--- config.mk ---
export PLATFORM = sky130hd
export DESIGN_NAME = ao_peripheral_subsystem_flat
export DESIGN_NICKNAME = d
export VERILOG_FILES = /design/src/hw/mini_mcu_pkg.sv /design/src/hw/obi_if.sv /design/src/hw/ao_peripheral_subsystem.sv /design/src/flat_wrapper.sv
export SDC_FILE = /design/constraint.sdc
export NUM_CORES = 1
export LEC_CHECK = 0
export ABC_AREA = 1
export BUFFER_PORTS_ARGS = -buffer_cell sky130_fd_sc_hd__buf_2
export CAP_MARGIN = 0
export CORE_ASPECT_RATIO = 0.7
export CORE_UTILIZATION = 43
export DETAILED_ROUTE_END_ITERATION = 16
export GPL_TIMING_DRIVEN = 0
export PLACE_DENSITY_LB_ADDON = 0.2
export SLEW_MARGIN = 15
export SYNTH_ARGS = -nofsm -noshare
export SYNTH_HDL_FRONTEND = slang
export SYNTH_SLANG_ARGS = --single-unit
--- constraint.sdc ---
create_clock -name clk_i -period 1.4 [get_ports clk_i]
set_clock_uncertainty 0.2 [all_clocks]
set_input_delay 0.21 -clock clk_i [delete_from_list [all_inputs] [get_ports clk_i]]
set_output_delay 0.21 -clock clk_i [all_outputs]
set_load 0.01 [all_outputs]
--- src/hw/mini_mcu_pkg.sv ---
////////////////////////////////////////////////////////////
// memory map and register offsets of the mini MCU
// regions are decoded from address bits 31:28 only
////////////////////////////////////////////////////////////

package mini_mcu_pkg;

  // region codes, compared with addr[31:28]
  localparam logic [3:0] RAM_REGION    = 4'h0;
  localparam logic [3:0] PERIPH_REGION = 4'h2;

  // always-on peripheral byte offsets
  localparam logic [4:0] EXIT_VALID_OFFSET  = 5'h00;
  localparam logic [4:0] EXIT_VALUE_OFFSET  = 5'h04;
  localparam logic [4:0] BOOT_SELECT_OFFSET = 5'h08;
  localparam logic [4:0] GPIO_OUT_OFFSET    = 5'h0C;
  localparam logic [4:0] GPIO_IN_OFFSET     = 5'h10;

  // one address word, seen by the RAM or by the peripheral block
  typedef union packed {
    struct packed {
      logic [3:0]  region;
      logic [25:0] word_idx;
      logic [1:0]  byte_off;
    } mem;
    struct packed {
      logic [3:0]  region;
      logic [22:0] rsvd;
      logic [4:0]  reg_off;
    } periph;
  } bus_addr_u;

endpackage
--- src/hw/obi_if.sv ---
////////////////////////////////////////////////////////////
// OBI link between the system bus and one slave
// gnt is expected to follow req in the same cycle
////////////////////////////////////////////////////////////

`timescale 1ns/10ps

interface obi_if
  import mini_mcu_pkg::*;
();

  logic        req;
  logic        gnt;
  bus_addr_u   addr;
  logic        we;
  logic [3:0]  be;
  logic [31:0] wdata;
  logic        rvalid;
  logic [31:0] rdata;

  modport master (
    output req, addr, we, be, wdata,
    input  gnt, rvalid, rdata
  );

  modport slave (
    input  req, addr, we, be, wdata,
    output gnt, rvalid, rdata
  );

endinterface

--- src/hw/ao_peripheral_subsystem.sv ---
////////////////////////////////////////////////////////////
// always-on registers: exit flag/value, boot select, GPIO
// exit flag is sticky until reset, unlisted offsets read 0
////////////////////////////////////////////////////////////

`timescale 1ns/10ps

module ao_peripheral_subsystem
  import mini_mcu_pkg::*;
(
  input  logic        clk_i,
  input  logic        rst_n_i,
  obi_if.slave        bus_i,
  input  logic        boot_select_i,
  input  logic [31:0] gpio_i,
  output logic [31:0] gpio_o,
  output logic [31:0] exit_value_o,
  output logic        exit_valid_o
);

  logic [4:0]  reg_off;
  logic        accept;
  logic        wr;
  logic [31:0] rdata_d;
  logic [31:0] rdata_q;
  logic        rvalid_q;
  logic [31:0] exit_value_q;
  logic        exit_valid_q;
  logic [31:0] gpio_out_q;

  function automatic logic [31:0] be_merge(logic [31:0] old_v, logic [31:0] new_v,
                                           logic [3:0] be);
    logic [31:0] res;
    res = old_v;
    for (int b = 0; b < 4; b++) begin
      if (be[b]) begin
        res[8*b +: 8] = new_v[8*b +: 8];
      end
    end
    return res;
  endfunction

  assign bus_i.gnt = bus_i.req;
  assign accept    = bus_i.req & bus_i.gnt;
  assign wr        = accept & bus_i.we;
  assign reg_off   = bus_i.addr.periph.reg_off;

  always_comb begin
    rdata_d = '0;
    case (reg_off)
      EXIT_VALID_OFFSET:  rdata_d = {31'b0, exit_valid_q};
      EXIT_VALUE_OFFSET:  rdata_d = exit_value_q;
      BOOT_SELECT_OFFSET: rdata_d = {31'b0, boot_select_i};
      GPIO_OUT_OFFSET:    rdata_d = gpio_out_q;
      GPIO_IN_OFFSET:     rdata_d = gpio_i;
      default:            rdata_d = '0;
    endcase
  end

  always_ff @(posedge clk_i) begin
    if (!rst_n_i) begin
      exit_value_q <= '0;
      exit_valid_q <= 1'b0;
      gpio_out_q   <= '0;
      rvalid_q     <= 1'b0;
    end else begin
      rvalid_q <= accept;
      if (wr && reg_off == EXIT_VALUE_OFFSET) begin
        exit_value_q <= be_merge(exit_value_q, bus_i.wdata, bus_i.be);
      end
      if (wr && reg_off == GPIO_OUT_OFFSET) begin
        gpio_out_q <= be_merge(gpio_out_q, bus_i.wdata, bus_i.be);
      end
      // set only, never cleared by software
      if (wr && reg_off == EXIT_VALID_OFFSET && bus_i.wdata[0]) begin
        exit_valid_q <= 1'b1;
      end
    end
  end

  always_ff @(posedge clk_i) begin
    if (accept) begin
      rdata_q <= bus_i.we ? '0 : rdata_d;
    end
  end

  assign bus_i.rvalid = rvalid_q;
  assign bus_i.rdata  = rdata_q;
  assign gpio_o       = gpio_out_q;
  assign exit_value_o = exit_value_q;
  assign exit_valid_o = exit_valid_q;

  a_exit_sticky: assert property (@(posedge clk_i) disable iff (!rst_n_i)
    $past(rst_n_i) |-> !$fell(exit_valid_q));

endmodule

--- src/flat_wrapper.sv ---
// flat-port wrapper written by rule: the top's interface ports become plain ports
module ao_peripheral_subsystem_flat import mini_mcu_pkg::*;
  (clk_i, rst_n_i, boot_select_i, gpio_i, gpio_o, exit_value_o, exit_valid_o, bus_i_req, bus_i_addr, bus_i_we, bus_i_be, bus_i_wdata, bus_i_gnt, bus_i_rvalid, bus_i_rdata);
  obi_if bus_i_i ();
  input  logic clk_i;
  input  logic rst_n_i;
  input  logic boot_select_i;
  input  logic [31:0] gpio_i;
  output logic [31:0] gpio_o;
  output logic [31:0] exit_value_o;
  output logic exit_valid_o;
  input wire logic [$bits(bus_i_i.req)-1:0] bus_i_req;
  input wire logic [$bits(bus_i_i.addr)-1:0] bus_i_addr;
  input wire logic [$bits(bus_i_i.we)-1:0] bus_i_we;
  input wire logic [$bits(bus_i_i.be)-1:0] bus_i_be;
  input wire logic [$bits(bus_i_i.wdata)-1:0] bus_i_wdata;
  output wire logic [$bits(bus_i_i.gnt)-1:0] bus_i_gnt;
  output wire logic [$bits(bus_i_i.rvalid)-1:0] bus_i_rvalid;
  output wire logic [$bits(bus_i_i.rdata)-1:0] bus_i_rdata;
  assign bus_i_i.req = bus_i_req;
  assign bus_i_i.addr = bus_i_addr;
  assign bus_i_i.we = bus_i_we;
  assign bus_i_i.be = bus_i_be;
  assign bus_i_i.wdata = bus_i_wdata;
  assign bus_i_gnt = bus_i_i.gnt;
  assign bus_i_rvalid = bus_i_i.rvalid;
  assign bus_i_rdata = bus_i_i.rdata;
  ao_peripheral_subsystem u_core (.clk_i(clk_i), .rst_n_i(rst_n_i), .bus_i(bus_i_i), .boot_select_i(boot_select_i), .gpio_i(gpio_i), .gpio_o(gpio_o), .exit_value_o(exit_value_o), .exit_valid_o(exit_valid_o));
endmodule
==> summary.txt <==
Run status
  – Status: finished, violations left
  – Failing checks: hold timing

Die
  – Starting Density: 0.449
  – Die Ht: 89.7 um
  – Core area: 10500 um2
  – Rows: 31
  – Die area: roughly 11000 um2
  – Ports: 204
  – Die width: about 130 um

Clock network
  – Clock-pin slew on the worst setup and hold paths: 70 ps
  – Root Buffer: clkbuf_16
  – H-tree depth: 3
  – CTS tree: yes
  – Clk Latency, worst-skew pair: 340 ps
  – Clock sink total: 98
  – CTS Buf Count: 9
  – CTS max path bufs: 2

Placement
  – Placed insts: 996
  – Setup WS pre-CTS: -851 ps
  – Port buffer count: 175
  – Gpl congestion: 0.862
  – HPWL Detailed: around 9.5 mm

Worst setup path
  – R2R Path End: u_core.bus_i.rdata[0]
  – Worst reg-to-reg path cell count: 4
  – Reg2reg start: u_core.exit_value_o[0]
  – Crit path top cell by count: nand2_1
  – WS Path Type: in -> reg
  – CP max stage delay: approximately 280 ps
  – CP endpoint: u_core.bus_i.rdata[22]
  – Slowest CP cell: clkbuf_4
  – Cell Chain, Critical Path: buf_2, inv_2, nand2_2, nor2_8, clkbuf_4, nand2_1, nand3_1, nand2_1, inv_1
  – CP max FO: 10
  – Crit path launch: bus_i_addr[4]
  – Critical Path AT: 1400 ps
  – WP data required: between 1000 and 1500 ps
  – Startpoint Class: input port
  – Critical Path Sink Type: flip-flop
  – FF-to-FF setup slack: about 300 ps

STA
  – Setup TNS: 0 ps
  – Endpoints failing hold: 1
  – Unrepaired setup endpoints after global routing: yes
  – Worst hold slack: -6.89 ps
  – Final period utilization: 0.984
  – Pins Over Slew Limit: 0
  – Least-Margin Pin Slew: 567 ps
  – Final critical-path required period: 1380 ps
  – Max_slew headroom: 0.622
  – Achievable Freq: 0.726 GHz
  – Final WS setup: about 22 ps
  – Final setup vio count: 0

Synthesis
  – Syn_area_per_cell: 7.02 um2
  – Post-Syn Area: between 4000 and 5000 um2
  – Synthesis Warnings: 0
  – Sequential-to-total area share from yosys stat: 0.483
  – Synthesized netlist cell count: approximately 670
  – Seq cells post-synth: 98
  – Post-synth cell types: 19
  – Net Count, Synth: 778

Pwr
  – Worst VDD drop: approximately 0.00074 V
  – Pwr/cell area: 949 nW/um2
  – Leak: 0.00379 uW

Layout
  – Post-layout util: 0.626
  – Layout area overhead: 39.4%
  – Proportion of layout cells with a drive suffix above 1: 0.259
  – Layout Nets: 1008
  – # diodes: 0
  – Post-Layout Cell Count: roughly 1.1k

Global routing
  – Gr usage total: 0.238
  – Gr ovfl total: 0
  – Initial antenna violation count: 0
  – First-pass GRT wire length: 21.1 mm
  – Vias in the first global route: 4356
  – Pin count of the biggest net entering global routing: 36

Drt
  – Drt drc: 0
  – Vias per Instance: 4.49
  – DR pass1 iterations: 5
  – Final WL: 13.4 mm
  – Routed Antenna Nets: 0
  – Routed WL per cell: roughly 13 um
  – Routed via count: 4746
  – Iter 0 DRT Violations: 211

Run
  – Maxcap violations: 0

Min path
  – Worst min-delay path class: in -> reg
-- sequential cells by signal (all words and copies together) (netlist names) --
| register | flops |
|---|---|
| u_core.bus_i.rdata | 32 |
| u_core.gpio_o | 32 |
| u_core.exit_valid_o | 1 |
| u_core.bus_i.rvalid | 1 |
| u_core.exit_value_o | 32 |
-- worst max-delay path, delay by kind of cell --
family / cells / cell delay, ps
simple gates: 5 / 620
buf+inv: 4 / 550
-- power breakdown --
part           switching, uW  total, uW  leakage (uW)  internal [uW]
clock network           1060       2790      0.000164           1730
logic                    260        470       0.00276            210
registers               14.2       2990      0.000862           2970
-- cells in the final DEF, fill, tap and decap left out, types with 10 or more instances in the layout --
cell type	Yosys	layout
nand2_1	259	259
buf_2	9	176
nor2_1	135	134
inv_1	101	101
dfxtp_1	66	66
dlygate4sd3_1	0	33
nand3_1	32	32
edfxtp_1	32	32
buf_4	1	14
buf_6	8	10
-- Yosys cell counts --
library cell,n,area [um2]
dfxtp_1,66,1320
nor2_8,2,40.0
nand3_4,8,140
clkbuf_1,7,26.3
inv_1,101,379
nand2_1,259,972
nor2_1,135,507
buf_4,1,7.51
buf_1,3,11.3
nor2_4,1,11.3
edfxtp_1,32,961
a31oi_1,1,6.26
buf_2,9,45.0
nand4_1,2,12.5
nand2_2,3,18.8
nor3b_1,1,7.51
nand3_1,32,160
inv_2,2,7.51
buf_6,8,90.1
-- routing by layer --
| layer | wire [um] | GRT usage |
|---|---|---|
| met1 | 6220 | 0.315 |
| met2 | 6040 | 0.380 |
| met3 | 843 | 0.0571 |
| met4 | 276 | 0.0804 |
| met5 | 0 | 0 |
-- layout make-up --
type / instances / area, um2
plain buffers: 28 / 205
fillers: 949 / 3930
flip-flops and latches: 98 / 2280
clock inverters: 7 / 108
clock buffers: 9 / 225
well taps: 148 / 185
multi-input cells: 444 / 1880
repair buffers: 219 / 1300
inverters: 103 / 392
-- cells by family (layout without fill, tap and decap cells) --
family	after synthesis	in the layout	synth area share
and+or+nand+nor	443	443	0.396
buffers and inverters	131	366	0.120
DFF	98	98	0.483
AOI/OAI and AO/OA	1	1	0.00132
-- repair_timing --
action	CTS	global route
pin swaps	0	5
gates resized for setup	7	12
endpoints found under the hold margin	66	0
setup buffers	0	11
setup endpoints to repair	96	90
hold buffers	33	0
-- how the worst min path moves through the flow --
stage                         endpoint             from  cells after the start
6_report           u_core.bus_i.rvalid        bus_i_req                      3
5_1_grt            u_core.bus_i.rvalid        bus_i_req                      3
4_1_cts          u_core.bus_i.rdata[4]        gpio_i[4]                      5
3_5_place_dp   u_core.exit_value_o[15]  bus_i_wdata[15]                      3
3_3_place_gp         u_core.gpio_o[12]  bus_i_wdata[12]                      3
2_1_floorplan      u_core.bus_i.rvalid        bus_i_req                      2
-- per-stage QoR --
stage | instance area (um2) | power, uW
after floorplan | 4720 | 3190
after global placement | 5790 | 3430
after detailed placement | 5790 | 3430
after CTS | 6470 | 6280
after global routing | 6580 | 6420
final | 6580 | 6250
Power figures use the tool's default switching activity.
