`config.mk`:
```
export PLATFORM = sky130hd
export DESIGN_NAME = system_bus_flat
export DESIGN_NICKNAME = d
export VERILOG_FILES = /design/src/hw/mini_mcu_pkg.sv /design/src/hw/obi_if.sv /design/src/hw/system_bus.sv /design/src/flat_wrapper.sv
export SDC_FILE = /design/constraint.sdc
export NUM_CORES = 1
export LEC_CHECK = 0
export BUFFER_PORTS_ARGS = -buffer_cell sky130_fd_sc_hd__buf_4
export CORE_AREA = 2 2 121 123
export DETAILED_ROUTE_END_ITERATION = 12
export DIE_AREA = 0 0 123 125
export GPL_ROUTABILITY_DRIVEN = 0
export GPL_TIMING_DRIVEN = 0
export PLACE_DENSITY = 0.46
export REMOVE_ABC_BUFFERS = 1
export SLEW_MARGIN = 5
export SYNTH_ARGS = -nofsm -noshare
export SYNTH_HDL_FRONTEND = slang
export SYNTH_SLANG_ARGS = --single-unit
```
`constraint.sdc`:
```
create_clock -name clk_i -period 1.68 [get_ports clk_i]
set_clock_uncertainty 0.2 [all_clocks]
set_input_delay 0.252 -clock clk_i [delete_from_list [all_inputs] [get_ports clk_i]]
set_output_delay 0.252 -clock clk_i [all_outputs]
set_load 0.02 [all_outputs]
```
`src/hw/mini_mcu_pkg.sv`:
```
////////////////////////////////////////////////////////////
// memory map and register offsets of the mini MCU
// regions are decoded from address bits 31:28 only
////////////////////////////////////////////////////////////

package mini_mcu_pkg;

  // region codes, compared with addr[31:28]
  localparam logic [3:0] RAM_REGION    = 4'h0;
  localparam logic [3:0] PERIPH_REGION = 4'h2;

  // always-on peripheral byte offsets
  localparam logic [4:0] EXIT_VALID_OFFSET  = 5'h00;
  localparam logic [4:0] EXIT_VALUE_OFFSET  = 5'h04;
  localparam logic [4:0] BOOT_SELECT_OFFSET = 5'h08;
  localparam logic [4:0] GPIO_OUT_OFFSET    = 5'h0C;
  localparam logic [4:0] GPIO_IN_OFFSET     = 5'h10;

  // one address word, seen by the RAM or by the peripheral block
  typedef union packed {
    struct packed {
      logic [3:0]  region;
      logic [25:0] word_idx;
      logic [1:0]  byte_off;
    } mem;
    struct packed {
      logic [3:0]  region;
      logic [22:0] rsvd;
      logic [4:0]  reg_off;
    } periph;
  } bus_addr_u;

endpackage
```
`src/hw/obi_if.sv`:
```
////////////////////////////////////////////////////////////
// OBI link between the system bus and one slave
// gnt is expected to follow req in the same cycle
////////////////////////////////////////////////////////////

`timescale 1ns/10ps

interface obi_if
  import mini_mcu_pkg::*;
();

  logic        req;
  logic        gnt;
  bus_addr_u   addr;
  logic        we;
  logic [3:0]  be;
  logic [31:0] wdata;
  logic        rvalid;
  logic [31:0] rdata;

  modport master (
    output req, addr, we, be, wdata,
    input  gnt, rvalid, rdata
  );

  modport slave (
    input  req, addr, we, be, wdata,
    output gnt, rvalid, rdata
  );

endinterface

```
`src/hw/system_bus.sv`:
```
////////////////////////////////////////////////////////////
// single-master bus: RAM, always-on peripherals, unmapped
// no back-pressure, every response comes one cycle later
////////////////////////////////////////////////////////////

`timescale 1ns/10ps

module system_bus
  import mini_mcu_pkg::*;
#(
  parameter int unsigned NUM_BYTES = 1024
) (
  input  logic        clk_i,
  input  logic        rst_n_i,
  input  logic        req_i,
  output logic        gnt_o,
  input  bus_addr_u   addr_i,
  input  logic        we_i,
  input  logic [3:0]  be_i,
  input  logic [31:0] wdata_i,
  output logic        rvalid_o,
  output logic [31:0] rdata_o,
  obi_if.master       ram_o,
  obi_if.master       periph_o
);

  localparam int unsigned NUM_WORDS = NUM_BYTES / 4;

  logic ram_hit;
  logic periph_hit;
  logic sel_ram_q;
  logic sel_periph_q;
  logic unmapped_rvalid_q;

  assign ram_hit    = (addr_i.mem.region == RAM_REGION) &&
                      (addr_i.mem.word_idx < 26'(NUM_WORDS));
  assign periph_hit = (addr_i.periph.region == PERIPH_REGION);

  // only the selected slave sees req
  assign ram_o.req    = req_i & ram_hit;
  assign periph_o.req = req_i & periph_hit;

  assign ram_o.addr  = addr_i;
  assign ram_o.we    = we_i;
  assign ram_o.be    = be_i;
  assign ram_o.wdata = wdata_i;

  assign periph_o.addr  = addr_i;
  assign periph_o.we    = we_i;
  assign periph_o.be    = be_i;
  assign periph_o.wdata = wdata_i;

  // unmapped requests are granted by the bus itself
  assign gnt_o = ram_hit ? ram_o.gnt : (periph_hit ? periph_o.gnt : req_i);

  always_ff @(posedge clk_i) begin
    if (!rst_n_i) begin
      sel_ram_q         <= 1'b0;
      sel_periph_q      <= 1'b0;
      unmapped_rvalid_q <= 1'b0;
    end else begin
      sel_ram_q         <= ram_o.req & ram_o.gnt;
      sel_periph_q      <= periph_o.req & periph_o.gnt;
      unmapped_rvalid_q <= req_i & ~ram_hit & ~periph_hit;
    end
  end

  assign rvalid_o = sel_ram_q ? ram_o.rvalid :
                    (sel_periph_q ? periph_o.rvalid : unmapped_rvalid_q);
  assign rdata_o  = sel_ram_q ? ram_o.rdata : (sel_periph_q ? periph_o.rdata : '0);

  // the two slaves never answer in the same cycle
  a_one_responder: assert property (@(posedge clk_i) disable iff (!rst_n_i)
    !(ram_o.rvalid && periph_o.rvalid));

  a_ram_rvalid_follows_req: assert property (@(posedge clk_i) disable iff (!rst_n_i)
    ram_o.rvalid |-> $past(ram_o.req && ram_o.gnt));

  a_periph_rvalid_follows_req: assert property (@(posedge clk_i) disable iff (!rst_n_i)
    periph_o.rvalid |-> $past(periph_o.req && periph_o.gnt));

endmodule

```
`src/flat_wrapper.sv`:
```
// flat-port wrapper written by rule: the top's interface ports become plain ports
module system_bus_flat import mini_mcu_pkg::*;
#(
  parameter int unsigned NUM_BYTES = 1024
)
  (clk_i, rst_n_i, req_i, gnt_o, addr_i, we_i, be_i, wdata_i, rvalid_o, rdata_o, ram_o_req, ram_o_addr, ram_o_we, ram_o_be, ram_o_wdata, ram_o_gnt, ram_o_rvalid, ram_o_rdata, periph_o_req, periph_o_addr, periph_o_we, periph_o_be, periph_o_wdata, periph_o_gnt, periph_o_rvalid, periph_o_rdata);
  obi_if ram_o_i ();
  obi_if periph_o_i ();
  input  logic clk_i;
  input  logic rst_n_i;
  input  logic req_i;
  output logic gnt_o;
  input  bus_addr_u addr_i;
  input  logic we_i;
  input  logic [3:0] be_i;
  input  logic [31:0] wdata_i;
  output logic rvalid_o;
  output logic [31:0] rdata_o;
  output wire logic [$bits(ram_o_i.req)-1:0] ram_o_req;
  output wire logic [$bits(ram_o_i.addr)-1:0] ram_o_addr;
  output wire logic [$bits(ram_o_i.we)-1:0] ram_o_we;
  output wire logic [$bits(ram_o_i.be)-1:0] ram_o_be;
  output wire logic [$bits(ram_o_i.wdata)-1:0] ram_o_wdata;
  input wire logic [$bits(ram_o_i.gnt)-1:0] ram_o_gnt;
  input wire logic [$bits(ram_o_i.rvalid)-1:0] ram_o_rvalid;
  input wire logic [$bits(ram_o_i.rdata)-1:0] ram_o_rdata;
  output wire logic [$bits(periph_o_i.req)-1:0] periph_o_req;
  output wire logic [$bits(periph_o_i.addr)-1:0] periph_o_addr;
  output wire logic [$bits(periph_o_i.we)-1:0] periph_o_we;
  output wire logic [$bits(periph_o_i.be)-1:0] periph_o_be;
  output wire logic [$bits(periph_o_i.wdata)-1:0] periph_o_wdata;
  input wire logic [$bits(periph_o_i.gnt)-1:0] periph_o_gnt;
  input wire logic [$bits(periph_o_i.rvalid)-1:0] periph_o_rvalid;
  input wire logic [$bits(periph_o_i.rdata)-1:0] periph_o_rdata;
  assign ram_o_req = ram_o_i.req;
  assign ram_o_addr = ram_o_i.addr;
  assign ram_o_we = ram_o_i.we;
  assign ram_o_be = ram_o_i.be;
  assign ram_o_wdata = ram_o_i.wdata;
  assign ram_o_i.gnt = ram_o_gnt;
  assign ram_o_i.rvalid = ram_o_rvalid;
  assign ram_o_i.rdata = ram_o_rdata;
  assign periph_o_req = periph_o_i.req;
  assign periph_o_addr = periph_o_i.addr;
  assign periph_o_we = periph_o_i.we;
  assign periph_o_be = periph_o_i.be;
  assign periph_o_wdata = periph_o_i.wdata;
  assign periph_o_i.gnt = periph_o_gnt;
  assign periph_o_i.rvalid = periph_o_rvalid;
  assign periph_o_i.rdata = periph_o_rdata;
  system_bus #(.NUM_BYTES(NUM_BYTES)) u_core (.clk_i(clk_i), .rst_n_i(rst_n_i), .req_i(req_i), .gnt_o(gnt_o), .addr_i(addr_i), .we_i(we_i), .be_i(be_i), .wdata_i(wdata_i), .rvalid_o(rvalid_o), .rdata_o(rdata_o), .ram_o(ram_o_i), .periph_o(periph_o_i));
endmodule
```
==> results of run 1 <==
==> final cells by class <==
cell class | instances | area share, %
repair buffers | 191 | 66.15
multi-input cells | 56 | 19.47
well taps | 184 | 8.846
clock buffers | 4 | 3.029
flip-flops and latches | 3 | 2.500
==> path summary, 6_finish.rpt <==
kind,from,end,slack [ns]
min,rst_n_i,u_core.unmapped_rvalid_q,0.09
max,addr_i[30],gnt_o,-0.16
==> stage by stage <==
stage	utilization (%)	setup TNS [ns]	hold WS [ns]	power [mW]	worst slack, ns
floorplan	-	-27.23	0.1703	0.09704	-0.8790
global placement	14.24	-63.63	0.3043	0.4528	-2.039
detailed placement	14.37	-34.51	0.3043	0.4565	-1.159
CTS	18.36	-1.429	0.08214	0.8667	-0.1615
global route	18.32	-1.647	0.1131	0.8969	-0.2073
finish	18.32	-0.2877	0.08605	0.8581	-0.1614
==> placed cells by master, fill, tap and decap left out, drive strengths merged <==
cell type / n
nor2b: 1
and2: 2
dfxtp: 3
clkbuf: 4
mux2: 2
nand2: 5
and3: 1
a22o: 31
mux2i: 1
and4: 2
buf: 191
nand4: 1
nor4: 4
nor3: 3
nor2: 1
o21ai: 2
==> cell usage after synthesis, drive strengths merged <==
cell type    n  area, um^2
o21ai        2       10.01
nand2        5       18.77
nor3         3       20.02
clkbuf       3       11.26
and4         2       17.52
and3         1       7.510
and2         2       16.27
nor2         1       6.260
nor4         4       25.02
nand4        1       6.260
dfxtp        3       60.06
mux2i        1       10.01
mux2         2       26.27
nor2b        1       6.260
a22o        31       271.5
buf        142        1056
==> sequential cells by signal, summed over array words and instances (netlist names) <==
name / cells
u_core.sel_ram_q: 1
u_core.unmapped_rvalid_q: 1
u_core.sel_periph_q: 1
==> per-layer routing <==
layer,vias to the layer above,track usage (%)
li1,658,-
met1,725,12.51
met2,280,20.77
met3,8,14.32
met4,0,1.404
met5,-,6.908
==> logic make-up (layout without fill, tap and decap cells) <==
family,Yosys count,in the layout,synth area share [%]
AOI/OAI and AO/OA,33,33,17.94
buffers and inverters,145,195,68.02
muxes,3,3,2.312
and+or+nand+nor,20,20,7.896
DFF,3,3,3.828
==> where the power goes <==
group	total, mW	switching (mW)	internal, mW
Sequential	0.0721	0.000383	0.0717
Clock	0.378	0.0646	0.313
Combinational	0.408	0.172	0.237
Total	0.858	0.237	0.621
==> tightest hold or removal path: stages <==
cell and delay [ns]:
buf_4 0.12, nand2_1 0.05, nor3_1 0.04
==> timing repair <==
action | 4_1_cts | 5_1_grt
cloned | 5 | 0
resized for setup | 57 | 13
buffers inserted | 15 | 0
endpoints found under the setup margin | 35 | 34
pin swaps | 11 | 7
hold buffers | 0 | 0
==> reports/results.ini, run 1 <==
[cells_and_area]
nets=395
multi_input_area_um2=506.7
diodes=0
fin_cells=438
design_area_mm2=0.002603
syn2layout_area_growth_pct=65.87
seqCellArea_um2=65.06
drive_gt1_share_pct=82.28
fillers=1551

[timing]
setup_slack_ns=-0.1614
worst_slew_pin_slew_ns=0.2277
fmax_ghz=0.5431
setup_viol=14
slew_violations=0
hold_violations=0
fin_crit_sh_pct=109.6
grt_setup_unrepaired=true
min_period_ns=1.841
slew-limit-headroom_pct=84.70

[detailed_routing]
drt_iter0_drc=63
via_count=1671
wl_met3_um=2795
wl_per_cell_um=25.75
top_layer=met4
drt_pass1_iterations=4
via_per_inst=3.815
routedLengthMet1_um=3551
detail-route-antenna-nets=0
met2_length_um=4863
route.detailed.drc=0
totalWireLength_um=11280

[yosys]
synthCells=204
yosys_warnings=0
ys_seq_area_share_pct=3.828
synth-seq-cells=3
syn_area_mm2=0.001569
yosysUniqueCellTypes=20
synth.avg_cell_area_um2=7.691

[critical_path]
crit_arrival_ns=1.39
cp_num_buf_inv=2
cp_slowest_cell=mux2_4
critPathMostFrequentCell=mux2_4
worstPathCellList=buf_8 -> nor3_4 -> and2_4 -> mux2_4 -> mux2_4 -> buf_6
cp_max_fo=2
crit_path_end_kind=output pin
worst-path-stages=6
worstPathRequired_ns=1.23
cp-start-kind=input pin
crit_path_max_incr_delay_ns=0.29
critPathKind=input pin to output pin
path_delay_family=multiplexers

[floorplanning]
dieArea_mm2=0.01538
core_area_mm2=0.01420
die_width_um=123
die_h_um=125
start_util_pct=11.05
core.rowCount=44
io_pins=314

[place]
port_buffers=172
post_dp_cell_area_mm2=0.002041
dpl.cell_count=416
hpwl_um=8922

[global_route]
grt-ovfl-total=0
track_usage_pct=13.55
antenna_found_initial=0
grt_max_degree=9
grt_pass1_vias=1647
grt_pass1_wl_um=14080

[clock_tree]
cts_max_level=1
clk_pin_slew_worst_paths_ns=0.03
cts.sinks=3
cts_root_buffer=clkbuf_16
cts_tree=yes
clock_path_buffers=2
numCtsBuffers=3

[run_status]
status=finished, violations left
violations=setup timing

[power_and_ir_drop]
vdd_drop_max_mv=0.3046
leakage_nw=1.247
power.density_mw_per_mm2=329.7

[flow_run]
drv_cap=0

[worst_hold_path]
worst_hold_path_type=input pin to flop
hold_path_depth=3

Power figures use the tool's default switching activity.
==> inputs of run 2 (changes only) <==
--- a/config.mk
+++ b/config.mk
@@ -5,13 +5,13 @@
 export SDC_FILE = /design/constraint.sdc
 export NUM_CORES = 1
 export LEC_CHECK = 0
-export BUFFER_PORTS_ARGS = -buffer_cell sky130_fd_sc_hd__buf_4
-export CORE_AREA = 2 2 121 123
+export CORE_AREA = 2 2 122 124
 export DETAILED_ROUTE_END_ITERATION = 12
-export DIE_AREA = 0 0 123 125
+export DIE_AREA = 0 0 124 126
+export DONT_BUFFER_PORTS = 1
 export GPL_ROUTABILITY_DRIVEN = 0
 export GPL_TIMING_DRIVEN = 0
-export PLACE_DENSITY = 0.46
+export PLACE_DENSITY = 0.3
 export REMOVE_ABC_BUFFERS = 1
 export SLEW_MARGIN = 5
 export SYNTH_ARGS = -nofsm -noshare
==> run 2 against run 1 <==
Net effect:
- the flow still finishes with violations (setup timing)
- first-iteration DRC count shrank 52%
- via count is 41% lower
- core utilization shrank 8.9 points
- die area is 1.6% higher
- non-clock buffer count decreased by 174
- sequential share of layout area grew 2.5 points
- final area is 48% lower
- cell count shrank 40%
- maximum frequency increased by 7.0%
- clock-buffer cell count unchanged
- largest cell class is now multi-input combinational cells
- largest power group is now the clock network
==> reports/results.ini, run 2 (synthesis gave the netlist of run 1 again) <==
[floorplanning]
die_h_um=126
core.rowCount=44
dieArea_mm2=0.01562
core_area_mm2=0.01431
start_util_pct=10.96
die_width_um=124
io_pins=314

[critical_path]
crit_arrival_ns=1.27
critPathKind=flop to output pin
worstPathRequired_ns=1.23
crit_path_end_kind=output pin
cp-start-kind=flop
cp_max_fo=12

[timing]
setup_viol=30
worst_slew_pin_slew_ns=0.5018
hold_violations=0
slew-limit-headroom_pct=66.32
fin_crit_sh_pct=102.5
setup_slack_ns=-0.04128
min_period_ns=1.721
fmax_ghz=0.5810
grt_setup_unrepaired=true
hold_slack_ns=0.001882
slew_violations=0

[clock_tree]
clk_pin_slew_worst_paths_ns=0.03
clock_path_buffers=2
cts_max_level=1
cts_root_buffer=clkbuf_16
cts_tree=yes
cts.sinks=3
numCtsBuffers=3

[flow_run]
drv_cap=0

[cells_and_area]
syn2layout_area_growth_pct=-13.88
layout_commonest_cell=a22o_4
fin_cells=264
multi_input_area_um2=744.5
postLayoutCoreUtil_pct=9.441
reg_top3=u_core.sel_periph_q: 1 flops, u_core.sel_ram_q: 1 flops, u_core.unmapped_rvalid_q: 1 flops
drive_gt1_share_pct=76.25
diodes=0
final_cell_mix=30 x a22o_4, 8 x buf_4, 5 x nand2_1
seqCellArea_um2=67.56
nets=221
fillers=1649

[detailed_routing]
drt_pass1_iterations=4
wl_per_cell_um=38.81
detail-route-antenna-nets=0
via_count=986
drt_iter0_drc=30
totalWireLength_um=10250
via_per_inst=3.735
route.detailed.drc=0

[power_and_ir_drop]
total_power_mw=0.4870
vdd_drop_max_mv=0.3706
power.density_mw_per_mm2=360.4
leakage_nw=0.5361

[worst_hold_path]
whs_endpoint=u_core.sel_periph_q
worstHoldStart=req_i
worst_hold_path_type=input pin to flop
hold_path_depth=1

[global_route]
grt-ovfl-total=0
track_usage_pct=11.90
antenna_found_initial=0
grt_pass1_wl_um=11740
grt_pass1_vias=1048
grt_max_degree=19

[place]
dpl.cell_count=244
hpwl_um=8386
port_buffers=0

[run_status]
status=finished, violations left
violations=setup timing

## run 2: cell types whose count changed in the layout (fill, tap and decap cells not counted), sizes merged
cell,previous run,this run
clkbuf,4,5
buf,191,14
dlygate4sd3,0,2
## run 2: repair_timing
item                                   CTS  global route
gates cloned                             1             1
endpoints found under the hold margin    2             0
hold buffers                             2             0
setup endpoints to repair               34            32
resized for setup                       51             4
pin swaps                                5             5
setup buffers                           10             2
## run 2: per-stage QoR
stage / setup slack [ns] / area, um^2 / TNS, ns
2_1_floorplan: -0.8790 / 501.7 / -27.23
3_3_place_gp: -1.785 / 732.0 / -54.11
3_5_place_dp: -0.8612 / 762.0 / -26.20
4_1_cts: -0.04735 / 1282 / -1.072
5_1_grt: -0.07300 / 1351 / -1.517
6_report: -0.04128 / 1351 / -0.7157
## run 2: area by class of cell
| class | count | share of cell area, % |
|---|---|---|
| Multi-Input combinational cell | 56 | 55.09 |
| Timing Repair Buffer | 17 | 17.04 |
| Tap cell | 184 | 17.04 |
| Clock buffer | 4 | 5.833 |
| Sequential cell | 3 | 5.000 |
## run 2: report_power, final
part	total, mW	switching (mW)	internal [mW]
sequential	0.0719	0.00170	0.0702
clock	0.373	0.0601	0.313
combinational	0.0422	0.0185	0.0237
total	0.487	0.0803	0.407
## run 2: worst max-delay path by stage
stage,start,to,slack [ns],cells past startpoint
after detailed placement,u_core.sel_ram_q,rdata_o[28],-0.86,3
after floorplan,u_core.sel_ram_q,rdata_o[28],-0.88,2
after global routing,u_core.sel_periph_q,rdata_o[7],-0.07,4
final,u_core.sel_periph_q,rdata_o[0],-0.04,4
after CTS,u_core.sel_periph_q,rdata_o[2],-0.05,3
after global placement,u_core.sel_ram_q,rdata_o[29],-1.78,2
## run 2: per-layer routing
metal	part of all wire, %	vias to the layer above	track usage, %
met5	0	-	2.303
met4	2.0	0	2.578
met3	27	4	14.04
met2	47	275	20.14
met1	24	401	8.283
li1	-	306	-
## run 2: critical path, stage by stage (launching register included)
cell     delay [ns]
dfxtp_4        0.36
nor2b_4        0.15
buf_12         0.14
buf_16         0.15
a22o_4         0.25
==> inputs of run 3 (changes only) <==
==> constraint.sdc (replaced) <==
create_clock -name clk_i -period 1.68 [get_ports clk_i]
set_clock_uncertainty 0.2 [all_clocks]
set_input_delay 0.252 -clock clk_i [delete_from_list [all_inputs] [get_ports clk_i]]
set_output_delay 0.252 -clock clk_i [all_outputs]
set_load 0.1 [all_outputs]
==> run 3 against run 2 <==
Net effect:
- the flow still finishes with violations (setup timing)
- total power is 8.7% higher
- first-iteration DRC count up 27%
- flip-flop and latch count did not move
- critical path type unchanged
- largest power group unchanged
==> reports/results.ini, run 3 (synthesis gave the netlist of run 1 again) <==
[run_status]
status=finished, violations left
violations=setup timing

[power_and_ir_drop]
vdd_drop_max_mv=0.3668
p_sw_mw=0.1215
leakage_nw=0.5391
total_power_mw=0.5292
pwr-share-seq_pct=13.7
clock_power_share_pct=71.3
internal_power_mw=0.4077
p_comb_share_pct=15.0
power.density_mw_per_mm2=392.8
swShare_pct=22.96

[clock_tree]
cts.sinks=3
cts_root_buffer=clkbuf_16
clk_pin_slew_worst_paths_ns=0.03
clock_path_buffers=2
cts_max_level=1
numCtsBuffers=3
cts_tree=yes

[detailed_routing]
wl_per_cell_um=38.71
drt_iter0_drc=38
via_count=979
detail-route-antenna-nets=0
totalWireLength_um=10140
via_per_inst=3.737
drt_pass1_iterations=4
route.detailed.drc=0

[global_route]
track_usage_pct=11.90
grt_busiest_layer=met2
grt_pass1_vias=1061
use_met2_pct=20.14
use_met3_pct=13.95
antenna_found_initial=0
grt-ovfl-total=0
grt_pass1_wl_um=11780
grt_max_degree=13
met1_usage_pct=8.174

[timing]
slew_violations=0
setup_slack_ns=-0.1389
hold_violations=0
slew-limit-headroom_pct=51.82
setup_viol=35
min_period_ns=1.819
fmax_ghz=0.5498
grt_setup_unrepaired=true
fin_crit_sh_pct=108.3
worst_slew_pin_slew_ns=0.7200

[floorplanning]
core_area_mm2=0.01431
dieArea_mm2=0.01562
die_width_um=124
core.rowCount=44
io_pins=314
die_h_um=126
start_util_pct=10.96

[place]
dpl.cell_count=244
port_buffers=0
hpwl_um=8406

[cells_and_area]
drive_gt1_share_pct=79.49
nets=219
layout_commonest_cell=a22o_4
syn2layout_area_growth_pct=-14.11
fin_cells=262
final_cell_mix=31 x a22o_4, 8 x buf_4, 5 x nand2_1
diodes=0
reg_top3=u_core.sel_periph_q: 1 flops, u_core.sel_ram_q: 1 flops, u_core.unmapped_rvalid_q: 1 flops

[critical_path]
cp_max_fo=12
cp-start-kind=flop
worstPathRequired_ns=1.23
crit_path_end_kind=output pin
critPathKind=flop to output pin
crit_arrival_ns=1.37

[flow_run]
drv_cap=0

[worst_hold_path]
worst_hold_path_type=input pin to flop

==> run 3: area by class of cell <==
class,instances,area [um^2]
Tap cell,184,230.2
Fill cell,1645,12970
Clock buffer,4,78.83
Sequential cell,3,68.82
Timing Repair Buffer,15,188.9
Multi-Input combinational cell,56,780.7
==> run 3: repair_timing <==
action                                  4_1_cts  5_1_grt
resized for setup                            78        3
hold endpoints to repair                      3        0
gates cloned                                  1        0
hold buffers                                  2        0
setup buffers                                11        1
endpoints found under the setup margin       35       36
pin swaps                                    10        8
==> run 3: worst paths after layout <==
path / startpoint / end / slack (ns) / depth (start not counted)
setup / recovery: u_core.sel_periph_q / rdata_o[0] / -0.14 / 4
hold / removal: ram_o_gnt / u_core.sel_ram_q / 0.02 / 1
==> run 3: metal layers <==
layer	vias up	part of all wire, %
met5	-	0
met4	0	2.1
met3	6	28
met2	277	46
met1	397	24
li1	299	-
==> run 3: power by group through the flow <==
stage	combinational [mW]	sequential, mW	clock, mW
final	0.0794	0.0725	0.377
after global routing	0.0823	0.0726	0.389
after CTS	0.0791	0.0726	0.384
after detailed placement	0.0634	0.0764	0
after global placement	0.0615	0.0764	0
after floorplan	0.0587	0.0745	0
==> run 3: per-stage QoR <==
stage	setup TNS [ns]	hold WS (ns)	instance area [um^2]	worst slack, ns	util (%)
after floorplan	-46.72	0.1703	501.7	-1.566	-
after global placement	-73.52	0.1819	732.0	-2.310	5.114
after detailed placement	-37.92	0.1823	769.5	-1.220	5.376
after CTS	-4.115	0.01994	1338	-0.1629	9.344
after global routing	-5.501	0.01907	1348	-0.1929	9.414
final	-3.751	0.02034	1348	-0.1389	9.414
==> run 3: critical path, cell delays in order (launching register included) <==
cell and delay, ns:
dfxtp_4 0.37, nor2b_4 0.16, buf_6 0.14, buf_16 0.15, a22o_4 0.31
